File: config.mk
export PLATFORM = sky130hd
export DESIGN_NAME = hdmi_backend
export DESIGN_NICKNAME = d
export VERILOG_FILES = /design/src/hdmi_pkg.sv /design/src/video_if.sv /design/src/hdmi_backend.sv /design/src/hdmi_pixel_source.sv /design/src/hdmi_tdms_enc.sv /design/src/hdmi_timebase.sv
export SDC_FILE = /design/constraint.sdc
export NUM_CORES = 1
export LEC_CHECK = 0
export ABC_AREA = 1
export BUFFER_PORTS_ARGS = -buffer_cell sky130_fd_sc_hd__buf_2
export CAP_MARGIN = 25
export CELL_PAD_IN_SITES_DETAIL_PLACEMENT = 1
export CELL_PAD_IN_SITES_GLOBAL_PLACEMENT = 2
export CORE_MARGIN = 2
export CORE_UTILIZATION = 36
export CTS_CLUSTER_DIAMETER = 150
export DETAILED_ROUTE_END_ITERATION = 10
export GPL_TIMING_DRIVEN = 1
export PLACE_DENSITY_LB_ADDON = 0.1
export SYNTH_ARGS = -nofsm -noshare
export SYNTH_HDL_FRONTEND = slang
export SYNTH_SLANG_ARGS = --single-unit
File: constraint.sdc
create_clock -name clk_pix -period 11 [get_ports clk_pix]
set_clock_uncertainty 0.15 [all_clocks]
set_input_delay 2.2 -clock clk_pix [delete_from_list [all_inputs] [get_ports clk_pix]]
set_output_delay 2.2 -clock clk_pix [all_outputs]
set_load 0.01 [all_outputs]
File: src/hdmi_pkg.sv
/*
 * HDMI back end shared definitions
 * Screen count, colour and symbol types, sync polarity,
 * pattern modes and the four TMDS control tokens
 */

package hdmi_pkg;

    // ------------------------------
    // Vector types
    // ------------------------------

    // Screen position, wide enough for 1280x720 frame totals
    typedef logic [10:0] bus11_t;

    // One colour component
    typedef logic [7:0]  color_t;

    // Packed pixel, red in the top byte and blue in the bottom byte
    typedef logic [23:0] pix_t;

    // Control pair of one TMDS channel
    // Blue carries vsync in bit 1 and hsync in bit 0
    typedef logic [1:0]  ctrl_t;

    // One 10-bit TMDS symbol, bit 0 goes out first on the wire
    typedef logic [9:0]  symbol_t;

    // ------------------------------
    // Pixel source modes
    // ------------------------------

    // Encoding 2'b11 is unused and produces black
    typedef enum logic [1:0] {
        pat_bars     = 2'd0,
        pat_ramp     = 2'd1,
        pat_external = 2'd2
    } pattern_t;

    // ------------------------------
    // Sync polarity
    // ------------------------------

    // Active level of each sync
    // With active-high syncs the idle control pair is 2'b00
    localparam logic HSYNC_POLARITY = 1'b1;
    localparam logic VSYNC_POLARITY = 1'b1;

    // ------------------------------
    // TMDS control tokens
    // ------------------------------

    // Indexed by the control pair {c1, c0}
    // Sent during blanking in place of pixel data
    localparam symbol_t TMDS_CTRL_00 = 10'b1101010100;
    localparam symbol_t TMDS_CTRL_01 = 10'b0010101011;
    localparam symbol_t TMDS_CTRL_10 = 10'b0101010100;
    localparam symbol_t TMDS_CTRL_11 = 10'b1010101011;

endpackage: hdmi_pkg

File: src/video_if.sv
/*
 * Video stage bus
 * Screen position, sync, blank and pixel moving one item per clock
 */

`timescale 1ns/10ps

interface video_if;
    import hdmi_pkg::*;

    // Screen position of the item in this stage
    bus11_t hcount;
    bus11_t vcount;

    // Sync levels, already at the polarity of the display mode
    logic   hsync;
    logic   vsync;

    // High outside the visible area
    logic   blank;

    // Pixel colour, left at zero by the timebase
    pix_t   pix;

    // Producer side of a stage
    modport source (
        output hcount,
        output vcount,
        output hsync,
        output vsync,
        output blank,
        output pix
    );

    // Consumer side of a stage
    modport sink (
        input hcount,
        input vcount,
        input hsync,
        input vsync,
        input blank,
        input pix
    );

endinterface: video_if
File: src/hdmi_backend.sv
/*
 * HDMI back end, pixel clock domain
 * Timebase, pixel source and three TMDS encoders, with the
 * screen position brought out for external pixel logic
 */

`timescale 1ns/10ps

module hdmi_backend #(
    parameter hdmi_pkg::bus11_t h_screen     = 11'd32,
    parameter hdmi_pkg::bus11_t h_frame      = 11'd44,
    parameter hdmi_pkg::bus11_t h_sync_start = 11'd35,
    parameter hdmi_pkg::bus11_t h_sync_end   = 11'd39,
    parameter hdmi_pkg::bus11_t v_screen     = 11'd8,
    parameter hdmi_pkg::bus11_t v_frame      = 11'd12,
    parameter hdmi_pkg::bus11_t v_sync_start = 11'd9,
    parameter hdmi_pkg::bus11_t v_sync_end   = 11'd10
) (
    input  logic               clk_pix,
    input  logic               reset,
    input  hdmi_pkg::pattern_t mode,
    // External pixel, sampled two clocks ahead of its symbols
    input  hdmi_pkg::pix_t     pix,
    // Current scan position
    output hdmi_pkg::bus11_t   hcount,
    output hdmi_pkg::bus11_t   vcount,
    output hdmi_pkg::symbol_t  tmds_red,
    output hdmi_pkg::symbol_t  tmds_green,
    output hdmi_pkg::symbol_t  tmds_blue
);
    import hdmi_pkg::*;

    // Red and green carry no control information
    localparam ctrl_t CTRL_IDLE = 2'b00;

    video_if vid_a ();
    video_if vid_b ();

    ctrl_t ctrl_blue;

    // ------------------------------
    // Timebase and pixel source
    // ------------------------------
    hdmi_timebase #(
        .h_screen     (h_screen),
        .h_frame      (h_frame),
        .h_sync_start (h_sync_start),
        .h_sync_end   (h_sync_end),
        .v_screen     (v_screen),
        .v_frame      (v_frame),
        .v_sync_start (v_sync_start),
        .v_sync_end   (v_sync_end)
    ) u_timebase (
        .clk_pix (clk_pix),
        .reset   (reset),
        .vid     (vid_a.source)
    );

    hdmi_pixel_source #(
        .h_screen (h_screen)
    ) u_pixel_source (
        .clk_pix (clk_pix),
        .reset   (reset),
        .mode    (mode),
        .pix     (pix),
        .vid_in  (vid_a.sink),
        .vid_out (vid_b.source)
    );

    // Position leaves from stage A, external logic answers with pix
    assign hcount = vid_a.hcount;
    assign vcount = vid_a.vcount;

    // ------------------------------
    // TMDS channels
    // ------------------------------
    // Syncs ride on the blue channel
    assign ctrl_blue = {vid_b.vsync, vid_b.hsync};

    hdmi_tdms_enc u_tmds_red (
        .clk_pix (clk_pix),
        .reset   (reset),
        .blank   (vid_b.blank),
        .ctrl    (CTRL_IDLE),
        .data    (vid_b.pix[23:16]),
        .encoded (tmds_red)
    );

    hdmi_tdms_enc u_tmds_green (
        .clk_pix (clk_pix),
        .reset   (reset),
        .blank   (vid_b.blank),
        .ctrl    (CTRL_IDLE),
        .data    (vid_b.pix[15:8]),
        .encoded (tmds_green)
    );

    hdmi_tdms_enc u_tmds_blue (
        .clk_pix (clk_pix),
        .reset   (reset),
        .blank   (vid_b.blank),
        .ctrl    (ctrl_blue),
        .data    (vid_b.pix[7:0]),
        .encoded (tmds_blue)
    );

endmodule: hdmi_backend

File: src/hdmi_pixel_source.sv
/*
 * Pixel source
 * Colour bars, grey ramp or external pixel, one stage after the
 * timebase with all timing fields delayed to match
 */

`timescale 1ns/10ps

module hdmi_pixel_source #(
    parameter hdmi_pkg::bus11_t h_screen = 11'd32
) (
    input  logic               clk_pix,
    input  logic               reset,
    input  hdmi_pkg::pattern_t mode,
    input  hdmi_pkg::pix_t     pix,
    video_if.sink              vid_in,
    video_if.source            vid_out
);
    import hdmi_pkg::*;

    // Scaled position, hcount * 8 / h_screen
    logic [13:0] bar_pos;
    // Bar index, bit 2 red, bit 1 green, bit 0 blue
    logic [2:0]  bar;
    // Full sum of the position for the ramp
    bus11_t      ramp_sum;
    color_t      ramp;
    pix_t        pix_next;

    // ------------------------------
    // Pattern generation
    // ------------------------------
    always_comb begin
        // Eight equal bars over the visible width
        bar_pos  = {vid_in.hcount, 3'b000} / {3'b000, h_screen};
        bar      = bar_pos[2:0];

        // Diagonal grey ramp wraps every 256 steps
        ramp_sum = vid_in.hcount + vid_in.vcount;
        ramp     = ramp_sum[7:0];

        case (mode)
            pat_bars: begin
                pix_next = {{8{bar[2]}}, {8{bar[1]}}, {8{bar[0]}}};
            end
            pat_ramp: begin
                pix_next = {ramp, ramp, ramp};
            end
            pat_external: begin
                pix_next = pix;
            end
            default: begin
                pix_next = '0;
            end
        endcase
    end

    // ------------------------------
    // Output stage
    // ------------------------------
    always_ff @(posedge clk_pix) begin
        if (reset) begin
            vid_out.hcount <= '0;
            vid_out.vcount <= '0;
            vid_out.hsync  <= ~HSYNC_POLARITY;
            vid_out.vsync  <= ~VSYNC_POLARITY;
            // Empty pipeline shows as blanking to the encoders
            vid_out.blank  <= 1'b1;
        end
        else begin
            vid_out.hcount <= vid_in.hcount;
            vid_out.vcount <= vid_in.vcount;
            vid_out.hsync  <= vid_in.hsync;
            vid_out.vsync  <= vid_in.vsync;
            vid_out.blank  <= vid_in.blank;
        end
    end

    // Colour payload
    always_ff @(posedge clk_pix) begin
        vid_out.pix <= pix_next;
    end

endmodule: hdmi_pixel_source

File: src/hdmi_tdms_enc.sv
/*
 * TMDS encoder, one channel
 * Transition-minimised, DC-balanced 8b/10b symbols for visible
 * pixels and control tokens during blanking
 */

`timescale 1ns/10ps

module hdmi_tdms_enc (
    input  logic              clk_pix,
    input  logic              reset,
    input  logic              blank,
    input  hdmi_pkg::ctrl_t   ctrl,
    input  hdmi_pkg::color_t  data,
    output hdmi_pkg::symbol_t encoded
);
    import hdmi_pkg::*;

    // Stage 1 results
    logic [3:0]        ones_data;
    logic              use_xnor;
    logic [8:0]        q_m;

    // Stage 2 results
    logic [3:0]        ones_qm;
    // Ones minus zeros of q_m[7:0], range -8 to 8
    logic signed [5:0] bal_qm;
    // Running disparity, ones minus zeros sent so far
    logic signed [5:0] disp;
    logic signed [5:0] disp_next;
    symbol_t           data_sym;
    symbol_t           ctrl_sym;

    // ------------------------------
    // Transition minimisation
    // ------------------------------
    always_comb begin
        ones_data = '0;
        for (int i = 0; i < 8; i++) begin
            ones_data = ones_data + 4'(data[i]);
        end

        // XNOR when the byte is mostly ones, ties broken by bit 0
        use_xnor = (ones_data > 4'd4) || ((ones_data == 4'd4) && !data[0]);

        q_m[0] = data[0];
        for (int i = 1; i < 8; i++) begin
            if (use_xnor) begin
                q_m[i] = ~(q_m[i-1] ^ data[i]);
            end
            else begin
                q_m[i] = q_m[i-1] ^ data[i];
            end
        end
        // Flag for the decoder, set for XOR
        q_m[8] = ~use_xnor;
    end

    // ------------------------------
    // DC balance
    // ------------------------------
    always_comb begin
        ones_qm = '0;
        for (int i = 0; i < 8; i++) begin
            ones_qm = ones_qm + 4'(q_m[i]);
        end
        bal_qm = $signed({1'b0, ones_qm, 1'b0}) - 6'sd8;

        if ((disp == 6'sd0) || (bal_qm == 6'sd0)) begin
            // Neutral case, bit 9 mirrors bit 8
            data_sym = {~q_m[8], q_m[8], (q_m[8] ? q_m[7:0] : ~q_m[7:0])};
            if (q_m[8]) begin
                disp_next = disp + bal_qm;
            end
            else begin
                disp_next = disp - bal_qm;
            end
        end
        else if (((disp > 6'sd0) && (bal_qm > 6'sd0)) ||
                 ((disp < 6'sd0) && (bal_qm < 6'sd0))) begin
            // Same sign as the running total, so invert the byte
            data_sym  = {1'b1, q_m[8], ~q_m[7:0]};
            disp_next = disp + (q_m[8] ? 6'sd2 : 6'sd0) - bal_qm;
        end
        else begin
            data_sym  = {1'b0, q_m[8], q_m[7:0]};
            disp_next = disp - (q_m[8] ? 6'sd0 : 6'sd2) + bal_qm;
        end
    end

    // Control token during blanking
    always_comb begin
        case (ctrl)
            2'b00:   ctrl_sym = TMDS_CTRL_00;
            2'b01:   ctrl_sym = TMDS_CTRL_01;
            2'b10:   ctrl_sym = TMDS_CTRL_10;
            default: ctrl_sym = TMDS_CTRL_11;
        endcase
    end

    // ------------------------------
    // Symbol register
    // ------------------------------
    always_ff @(posedge clk_pix) begin
        if (reset) begin
            encoded <= TMDS_CTRL_00;
            disp    <= '0;
        end
        else if (blank) begin
            // Each active line starts from a neutral balance
            encoded <= ctrl_sym;
            disp    <= '0;
        end
        else begin
            encoded <= data_sym;
            disp    <= disp_next;
        end
    end

endmodule: hdmi_tdms_enc

File: src/hdmi_timebase.sv
/*
 * Screen timebase
 * Horizontal and vertical counters with registered sync and blank,
 * all aligned on the same stage
 */

`timescale 1ns/10ps

module hdmi_timebase #(
    parameter hdmi_pkg::bus11_t h_screen     = 11'd32,
    parameter hdmi_pkg::bus11_t h_frame      = 11'd44,
    parameter hdmi_pkg::bus11_t h_sync_start = 11'd35,
    parameter hdmi_pkg::bus11_t h_sync_end   = 11'd39,
    parameter hdmi_pkg::bus11_t v_screen     = 11'd8,
    parameter hdmi_pkg::bus11_t v_frame      = 11'd12,
    parameter hdmi_pkg::bus11_t v_sync_start = 11'd9,
    parameter hdmi_pkg::bus11_t v_sync_end   = 11'd10
) (
    input  logic    clk_pix,
    input  logic    reset,
    video_if.source vid
);
    import hdmi_pkg::*;

    // Next position of the scan
    bus11_t hcount_next;
    bus11_t vcount_next;

    // ------------------------------
    // Next count
    // ------------------------------
    always_comb begin
        hcount_next = vid.hcount + 11'd1;
        vcount_next = vid.vcount;

        // Line wrap steps the row, frame wrap returns to the top
        if (vid.hcount == h_frame - 11'd1) begin
            hcount_next = '0;
            if (vid.vcount == v_frame - 11'd1) begin
                vcount_next = '0;
            end
            else begin
                vcount_next = vid.vcount + 11'd1;
            end
        end
    end

    // ------------------------------
    // Counters, sync and blank
    // ------------------------------
    // Sync and blank come from the next count so that they
    // land on the same edge as the position they belong to
    always_ff @(posedge clk_pix) begin
        if (reset) begin
            vid.hcount <= '0;
            vid.vcount <= '0;
            vid.hsync  <= ~HSYNC_POLARITY;
            vid.vsync  <= ~VSYNC_POLARITY;
            // Position 0,0 is visible
            vid.blank  <= 1'b0;
        end
        else begin
            vid.hcount <= hcount_next;
            vid.vcount <= vcount_next;

            if ((hcount_next >= h_sync_start) && (hcount_next < h_sync_end)) begin
                vid.hsync <= HSYNC_POLARITY;
            end
            else begin
                vid.hsync <= ~HSYNC_POLARITY;
            end

            if ((vcount_next >= v_sync_start) && (vcount_next < v_sync_end)) begin
                vid.vsync <= VSYNC_POLARITY;
            end
            else begin
                vid.vsync <= ~VSYNC_POLARITY;
            end

            vid.blank <= (hcount_next >= h_screen) || (vcount_next >= v_screen);
        end
    end

    // No colour is produced at this stage
    assign vid.pix = '0;

endmodule: hdmi_timebase

==> flow_summary.yaml, run 1 <==
outcome:
  run_status: "finished clean"
synthesis:
  synthFlopType: "dfxtp_1"
  yosys.cell_types.count: 50
  synth_most_common_cell: "inv_1"
  synth_common_cells: "inv_1, nand2_1, nor2_1, dfxtp_1, ha_1"
  async_flop_share_pct: 0
  postSynthCellCount: 1092
  synth_top_family_by_area: "simple AND/OR/NAND/NOR gates"
  synth_area_um2: 8300
  seq_area_frac_synth_pct: 23.4
  synth-compound-area-share_pct: 9.81
  synthMuxAreaShare_pct: 0
  syn_area_per_cell_um2: 7.60
  synth_top_area_share_pct: 23.4
  synth_enable_flop_cells: 0
  yosys.area_share.simple_pct: 25.1
  yosysTopAreaCell: "dfxtp_1"
  ys_ff_latch: 97
  synthAdderAreaFrac_pct: 23.1
  ys_warn_count: 0
  synth_fp_nets: 1249
  synth_xor_area_share_pct: 7.99
  synth_area_leaders: "dfxtp_1, ha_1, fa_1"
floorplan:
  core_um2: 22600
  die_area_um2: 24300
  boundaryPins: 80
  initial_core_util_pct: 36.7
  die_h_um: 156
  fp-row-count: 55
  die_w_um: 156
route:
  drtIter0Drc: 233
  wl_per_cell_um: 15.6
  routed_wl_um: 22700
  firstDrtPassIters: 4
  num_vias: 7067
  via_per_inst: 4.84
  ant_nets: 0
  route.detailed.drc: 0
worst_setup_path:
  r2r_slack_ns: 2.43
  r2r_end: "u_tmds_red.encoded[9]$_SDFF_PP1_"
  path_common_cell: "inv_1"
  critPathTopFamily: "adder cells"
  rr_worst_depth: 30
  r2r-start: "u_pixel_source.vid_out.pix[16]$_SDFF_PN0_"
  required_ns: 11.09
  crit_buf_inv: 9
  endpoint_kind: "flop"
  crit_fanout: 12
  critPathMaxStageDelay_ns: 0.55
  cp.arrival_ns: 8.67
  critPathKind: "flop to flop"
  start_kind: "flop"
  cp_slowest_cell: "fa_1"
run:
  drv_cap: 0
hold_path:
  holdPathEnd: "u_pixel_source.vid_out.hsync$_SDFF_PP0_"
  min_from: "u_timebase.vid.hsync$_SDFF_PP0_"
  min_path_type: "flop to flop"
  worstHoldPathCells: 2
cts:
  clock_sinks: 97
  cts_root_buf: "clkbuf_16"
  clock_latency_ns: 0.35
  cts-buffers-inserted: 9
  cts_tree: "done"
  clk_pin_slew_ns: 0.08
  hold_buffers: 0
  htreeDepth: 3
  post_cts_buffers: 0
  ctsResizeCount: 0
  clockBufferDepth: 2
layout:
  final_nets: 1326
  fin_cells: 1459
  drive_gt1_share_pct: 15.0
  diodes: 0
  area_delta_synth_final_pct: 12.0
  fill_cells: 2836
sta:
  fin_crit_ns: 8.57
  layout_setup_ws_ns: 2.43
  setup_tns_ns: 0
  grt_setup_unrepaired: "false"
  tightest_slew_ns: 0.904
  setup_viol: 0
  finalHoldViolCount: 0
  max_freq_ghz: 0.117
  min_period_over_period_pct: 77.9
  final_max_slew_viol_count: 0
  slew_headroom_pct: 39.7
placed_design:
  dpl_worst_slack_ns: 2.34
  portBuffers: 79
  hpwlAfterDp_um: 18600
  placedCellCount: 1443
  gp_congestion: 0.771
grt:
  grt_max_degree: 28
  grt_pass1_vias: 7382
  overflow: 0
  antenna_found_initial: 0
  grt_usage_pct: 19.7
  grt_pass1_wl_um: 37900
==> metal layers <==
layer | up-vias | track usage (%) | wire length (µm)
met1 | 3383 | 25.8 | 10800
met5 | - | 0 | 0
met3 | 11 | 2.36 | 349
met2 | 56 | 35.0 | 11400
met4 | 0 | 3.84 | 174
li1 | 3617 | - | -
==> worst register-to-register path, delay by kind of cell, from the launching register on <==
kind	cells	cell delay, ns
buf+inv	9	0.77
compound gates	2	0.53
simple gates	6	1.72
flops	1	0.36
xor+xnor	1	0.31
fa+ha+maj	12	4.63
==> stage by stage <==
stage                     instance area (µm²)  hold WS, ns  util [%]
after detailed placement                 8990        0.246      39.7
after CTS                                9290        0.264      41.1
after floorplan                          8300        0.238         -
final                                    9290        0.261      41.1
after global routing                     9290        0.285      41.1
after global placement                   8990        0.243      39.7
==> cell families (layout without fill, tap and decap cells) <==
| kind of cell | after synthesis | in the layout |
|---|---|---|
| buffers and inverters | 225 | 307 |
| xor gates and xnor gates | 65 | 65 |
| and+or+nand+nor | 434 | 434 |
| adders and majority gates | 129 | 129 |
| DFF | 97 | 97 |
| AOI/OAI and AO/OA | 142 | 142 |
==> registers in the layout (all words and copies together), names as in the netlist, 5 cells and up <==
| register | cells |
|---|---|
| u_pixel_source.vid_out.pix | 24 |
| u_timebase.vid.hcount | 11 |
| u_tmds_blue.disp | 5 |
| u_tmds_red.encoded | 10 |
| u_timebase.vid.vcount | 11 |
| u_tmds_red.disp | 5 |
| u_tmds_blue.encoded | 10 |
| u_tmds_green.disp | 5 |
| u_tmds_green.encoded | 10 |
==> layout by cell type, fill, tap and decap left out, drive strengths merged <==
| cell type | count |
|---|---|
| a31oi | 10 |
| xnor2 | 15 |
| xnor3 | 6 |
| nand2 | 194 |
| nor4 | 6 |
| o211ai | 3 |
| clkinv | 3 |
| nand3 | 85 |
| clkbuf | 11 |
| and2 | 2 |
| o31a | 1 |
| o31ai | 5 |
| xor2 | 44 |
| clkinvlp | 1 |
| fa | 40 |
| a211oi | 10 |
| nor2 | 106 |
| nand3b | 1 |
| o22ai | 4 |
| nor3 | 16 |
| or2 | 18 |
| o21ai | 60 |
| ha | 89 |
| a221oi | 1 |
| a2111oi | 2 |
| inv | 210 |
| o2111ai | 2 |
| bufinv | 2 |
| buf | 80 |
| dfxtp | 97 |
| o21a | 3 |
| a21oi | 41 |
| nand4 | 6 |
==> area by class of cell <==
| cell class | count | area, µm² | area share, % |
|---|---|---|---|
| clock buffers | 11 | 243 | 2.61 |
| clock inverters | 5 | 63.8 | 0.687 |
| inverters | 211 | 808 | 8.70 |
| multi-input cells | 770 | 5480 | 58.9 |
| flip-flops and latches | 97 | 1940 | 20.9 |
| well taps | 285 | 357 | 3.84 |
| repair buffers | 80 | 403 | 4.33 |
==> how the worst max path moves through the flow <==
stage                                                   start  cells past startpoint  slack (ns)                          endpoint
floorplan            u_pixel_source.vid_out.pix[8]$_SDFF_PN0_                     33        3.35   u_tmds_green.disp[5]$_SDFF_PP0_
global placement    u_pixel_source.vid_out.pix[16]$_SDFF_PN0_                     30        2.42  u_tmds_red.encoded[9]$_SDFF_PP1_
detailed placement  u_pixel_source.vid_out.pix[16]$_SDFF_PN0_                     30        2.34  u_tmds_red.encoded[9]$_SDFF_PP1_
CTS                 u_pixel_source.vid_out.pix[16]$_SDFF_PN0_                     30        2.33  u_tmds_red.encoded[9]$_SDFF_PP1_
global route        u_pixel_source.vid_out.pix[16]$_SDFF_PN0_                     31        1.74  u_tmds_red.encoded[0]$_SDFF_PP0_
finish              u_pixel_source.vid_out.pix[16]$_SDFF_PN0_                     30        2.43  u_tmds_red.encoded[9]$_SDFF_PP1_
Power of run 1 is not shown: default switching activity piles up to over one toggle a cycle in this logic, so the estimate is an artifact.
==> run 2, diff against run 1 <==
==> constraint.sdc (replaced) <==
create_clock -name clk_pix -period 8.5 [get_ports clk_pix]
set_clock_uncertainty 0.15 [all_clocks]
set_input_delay 1.7 -clock clk_pix [delete_from_list [all_inputs] [get_ports clk_pix]]
set_output_delay 1.7 -clock clk_pix [all_outputs]
set_load 0.01 [all_outputs]
==> run 2 against run 1 <==
  * Maximum frequency grew 7.1%
  * Core utilization grew 0.51 points
  * Sequential share of layout area shrank 0.26 points
  * Final cell count grew 0.82%
  * Non-clock buffer count grew 12
  * Die area is the same
  * Sequential cell count is the same
  * Setup slack lost 1.9 ns
  * Cell area grew 1.2%
  * Register-to-register slack lost 1.9 ns
  * First-iteration DRC count grew 4.3%
==> flow_summary.yaml, run 2 (synthesis gave the netlist of run 1 again) <==
sta:
  tightest_slew_ns: 0.937
  fin_crit_ns: 8.00
  max_freq_ghz: 0.125
  slew_headroom_pct: 37.5
  finalHoldViolCount: 0
  setup_viol: 0
  min_period_over_period_pct: 94.2
  final_max_slew_viol_count: 0
layout:
  largest_reg_flops: 24
  final_core_util_pct: 41.6
  final_nets: 1338
  largest_register: "u_pixel_source.vid_out.pix"
  top_regs: "u_pixel_source.vid_out.pix (24), u_timebase.vid.hcount (11), u_timebase.vid.vcount (11)"
  fill_cells: 2827
  multi_input_area_um2: 5520
  drive_gt1_share_pct: 16.9
  seq_area_um2: 1940
  final_cell_mix: "inv_1, nand2_1, nor2_1"
  design_area_um2: 9410
  diodes: 0
  layout_commonest_cell: "inv_1"
  area_delta_synth_final_pct: 13.4
grt:
  grt_pass1_vias: 7436
  overflow: 0
  antenna_found_initial: 0
  grt_max_degree: 28
  grt_pass1_wl_um: 38300
  grt_usage_pct: 19.9
worst_setup_path:
  required_ns: 8.62
  crit_buf_inv: 10
  critPathKind: "flop to flop"
  critPathTopFamily: "adder cells"
  cp_slowest_cell: "fa_1"
  cp.arrival_ns: 8.12
  crit_fanout: 11
  endpoint_kind: "flop"
  r2r_slack_ns: 0.50
  path_common_cell: "inv_1"
  start_kind: "flop"
  r2r-start: "u_pixel_source.vid_out.pix[16]$_SDFF_PN0_"
  critPathMaxStageDelay_ns: 0.56
  crit_start: "u_pixel_source.vid_out.pix[16]$_SDFF_PN0_"
route:
  met3WireLength_um: 386
  drtIter0Drc: 243
  top_layer: "met4"
  wl_per_cell_um: 15.6
  firstDrtPassIters: 4
  routed-wl-met2_um: 11000
  num_vias: 7125
  via_per_inst: 4.84
  ant_nets: 0
  routed_wl_um: 23000
  met1Wirelength_um: 11300
  route.detailed.drc: 0
floorplan:
  boundaryPins: 80
  die_h_um: 156
  fp-row-count: 55
  die_area_um2: 24300
  die_w_um: 156
  initial_core_util_pct: 36.7
  core_um2: 22600
cts:
  clock_sinks: 97
  htreeDepth: 3
  clock_latency_ns: 0.36
  cts_root_buf: "clkbuf_16"
  hold_buffers: 0
  cts-buffers-inserted: 9
  clk_pin_slew_ns: 0.08
  cts_tree: "done"
  clockBufferDepth: 2
placed_design:
  detailed_place.area_um2: 9060
  portBuffers: 79
  gp_congestion: 0.784
  hpwlAfterDp_um: 18800
outcome:
  run_status: "finished clean"
hold_path:
  min_path_type: "flop to flop"
  min_from: "u_timebase.vid.blank$_SDFF_PP0_"
run:
  drv_cap: 0
run 2: cell types whose count changed in the layout (fill, tap and decap cells not counted), sizes merged:
cell / delta
buf: +12
clkinv: +2
bufinv: -1
clkinvlp: -1
run 2: layout make-up:
| type | instances | area share [%] |
|---|---|---|
| clock buffer | 11 | 2.58 |
| clock inverter | 5 | 0.426 |
| inverter | 211 | 8.64 |
| multi-input combinational | 770 | 58.7 |
| sequential | 97 | 20.6 |
| tap | 285 | 3.79 |
| timing repair buffer | 92 | 5.24 |
run 2: through the flow:
step,instances,worst slack [ns],hold slack (ns),TNS [ns]
global route,1471,-0.000608,0.274,-0.000608
global placement,1453,0.262,0.241,0
floorplan,1092,0.845,0.238,0
CTS,1469,0.0957,0.262,0
finish,1471,0.497,0.263,0
detailed placement,1453,0.160,0.245,0
run 2: routing by layer:
metal	global-route usage [%]	up-vias
li1	-	3643
met5	0	-
met4	5.50	0
met2	34.1	60
met1	26.9	3403
met3	1.78	19
run 2: what timing repair did:
action	4_1_cts	5_1_grt
endpoints found under the hold margin	0	0
endpoints found under the setup margin	0	18
buffers inserted	0	2
resized for setup	0	15
run 2: final timing paths:
kind | to | depth (start not counted)
max | u_tmds_red.encoded[7]$_SDFF_PP0_ | 38
min | u_pixel_source.vid_out.blank$_SDFF_PP1_ | 1
max reg2reg | u_tmds_red.encoded[7]$_SDFF_PP0_ | 38
min reg2reg | u_pixel_source.vid_out.blank$_SDFF_PP1_ | 1
run 2: worst register-to-register path: cells and delay by family, from the launching register on:
family	cells	cell delay (ns)
AOI/OAI and AO/OA	2	0.53
adders and majority gates	10	3.92
buffers and inverters	10	1.15
DFF	1	0.37
and+or+nand+nor	16	1.80
Power of run 2 is left out for the same reason.
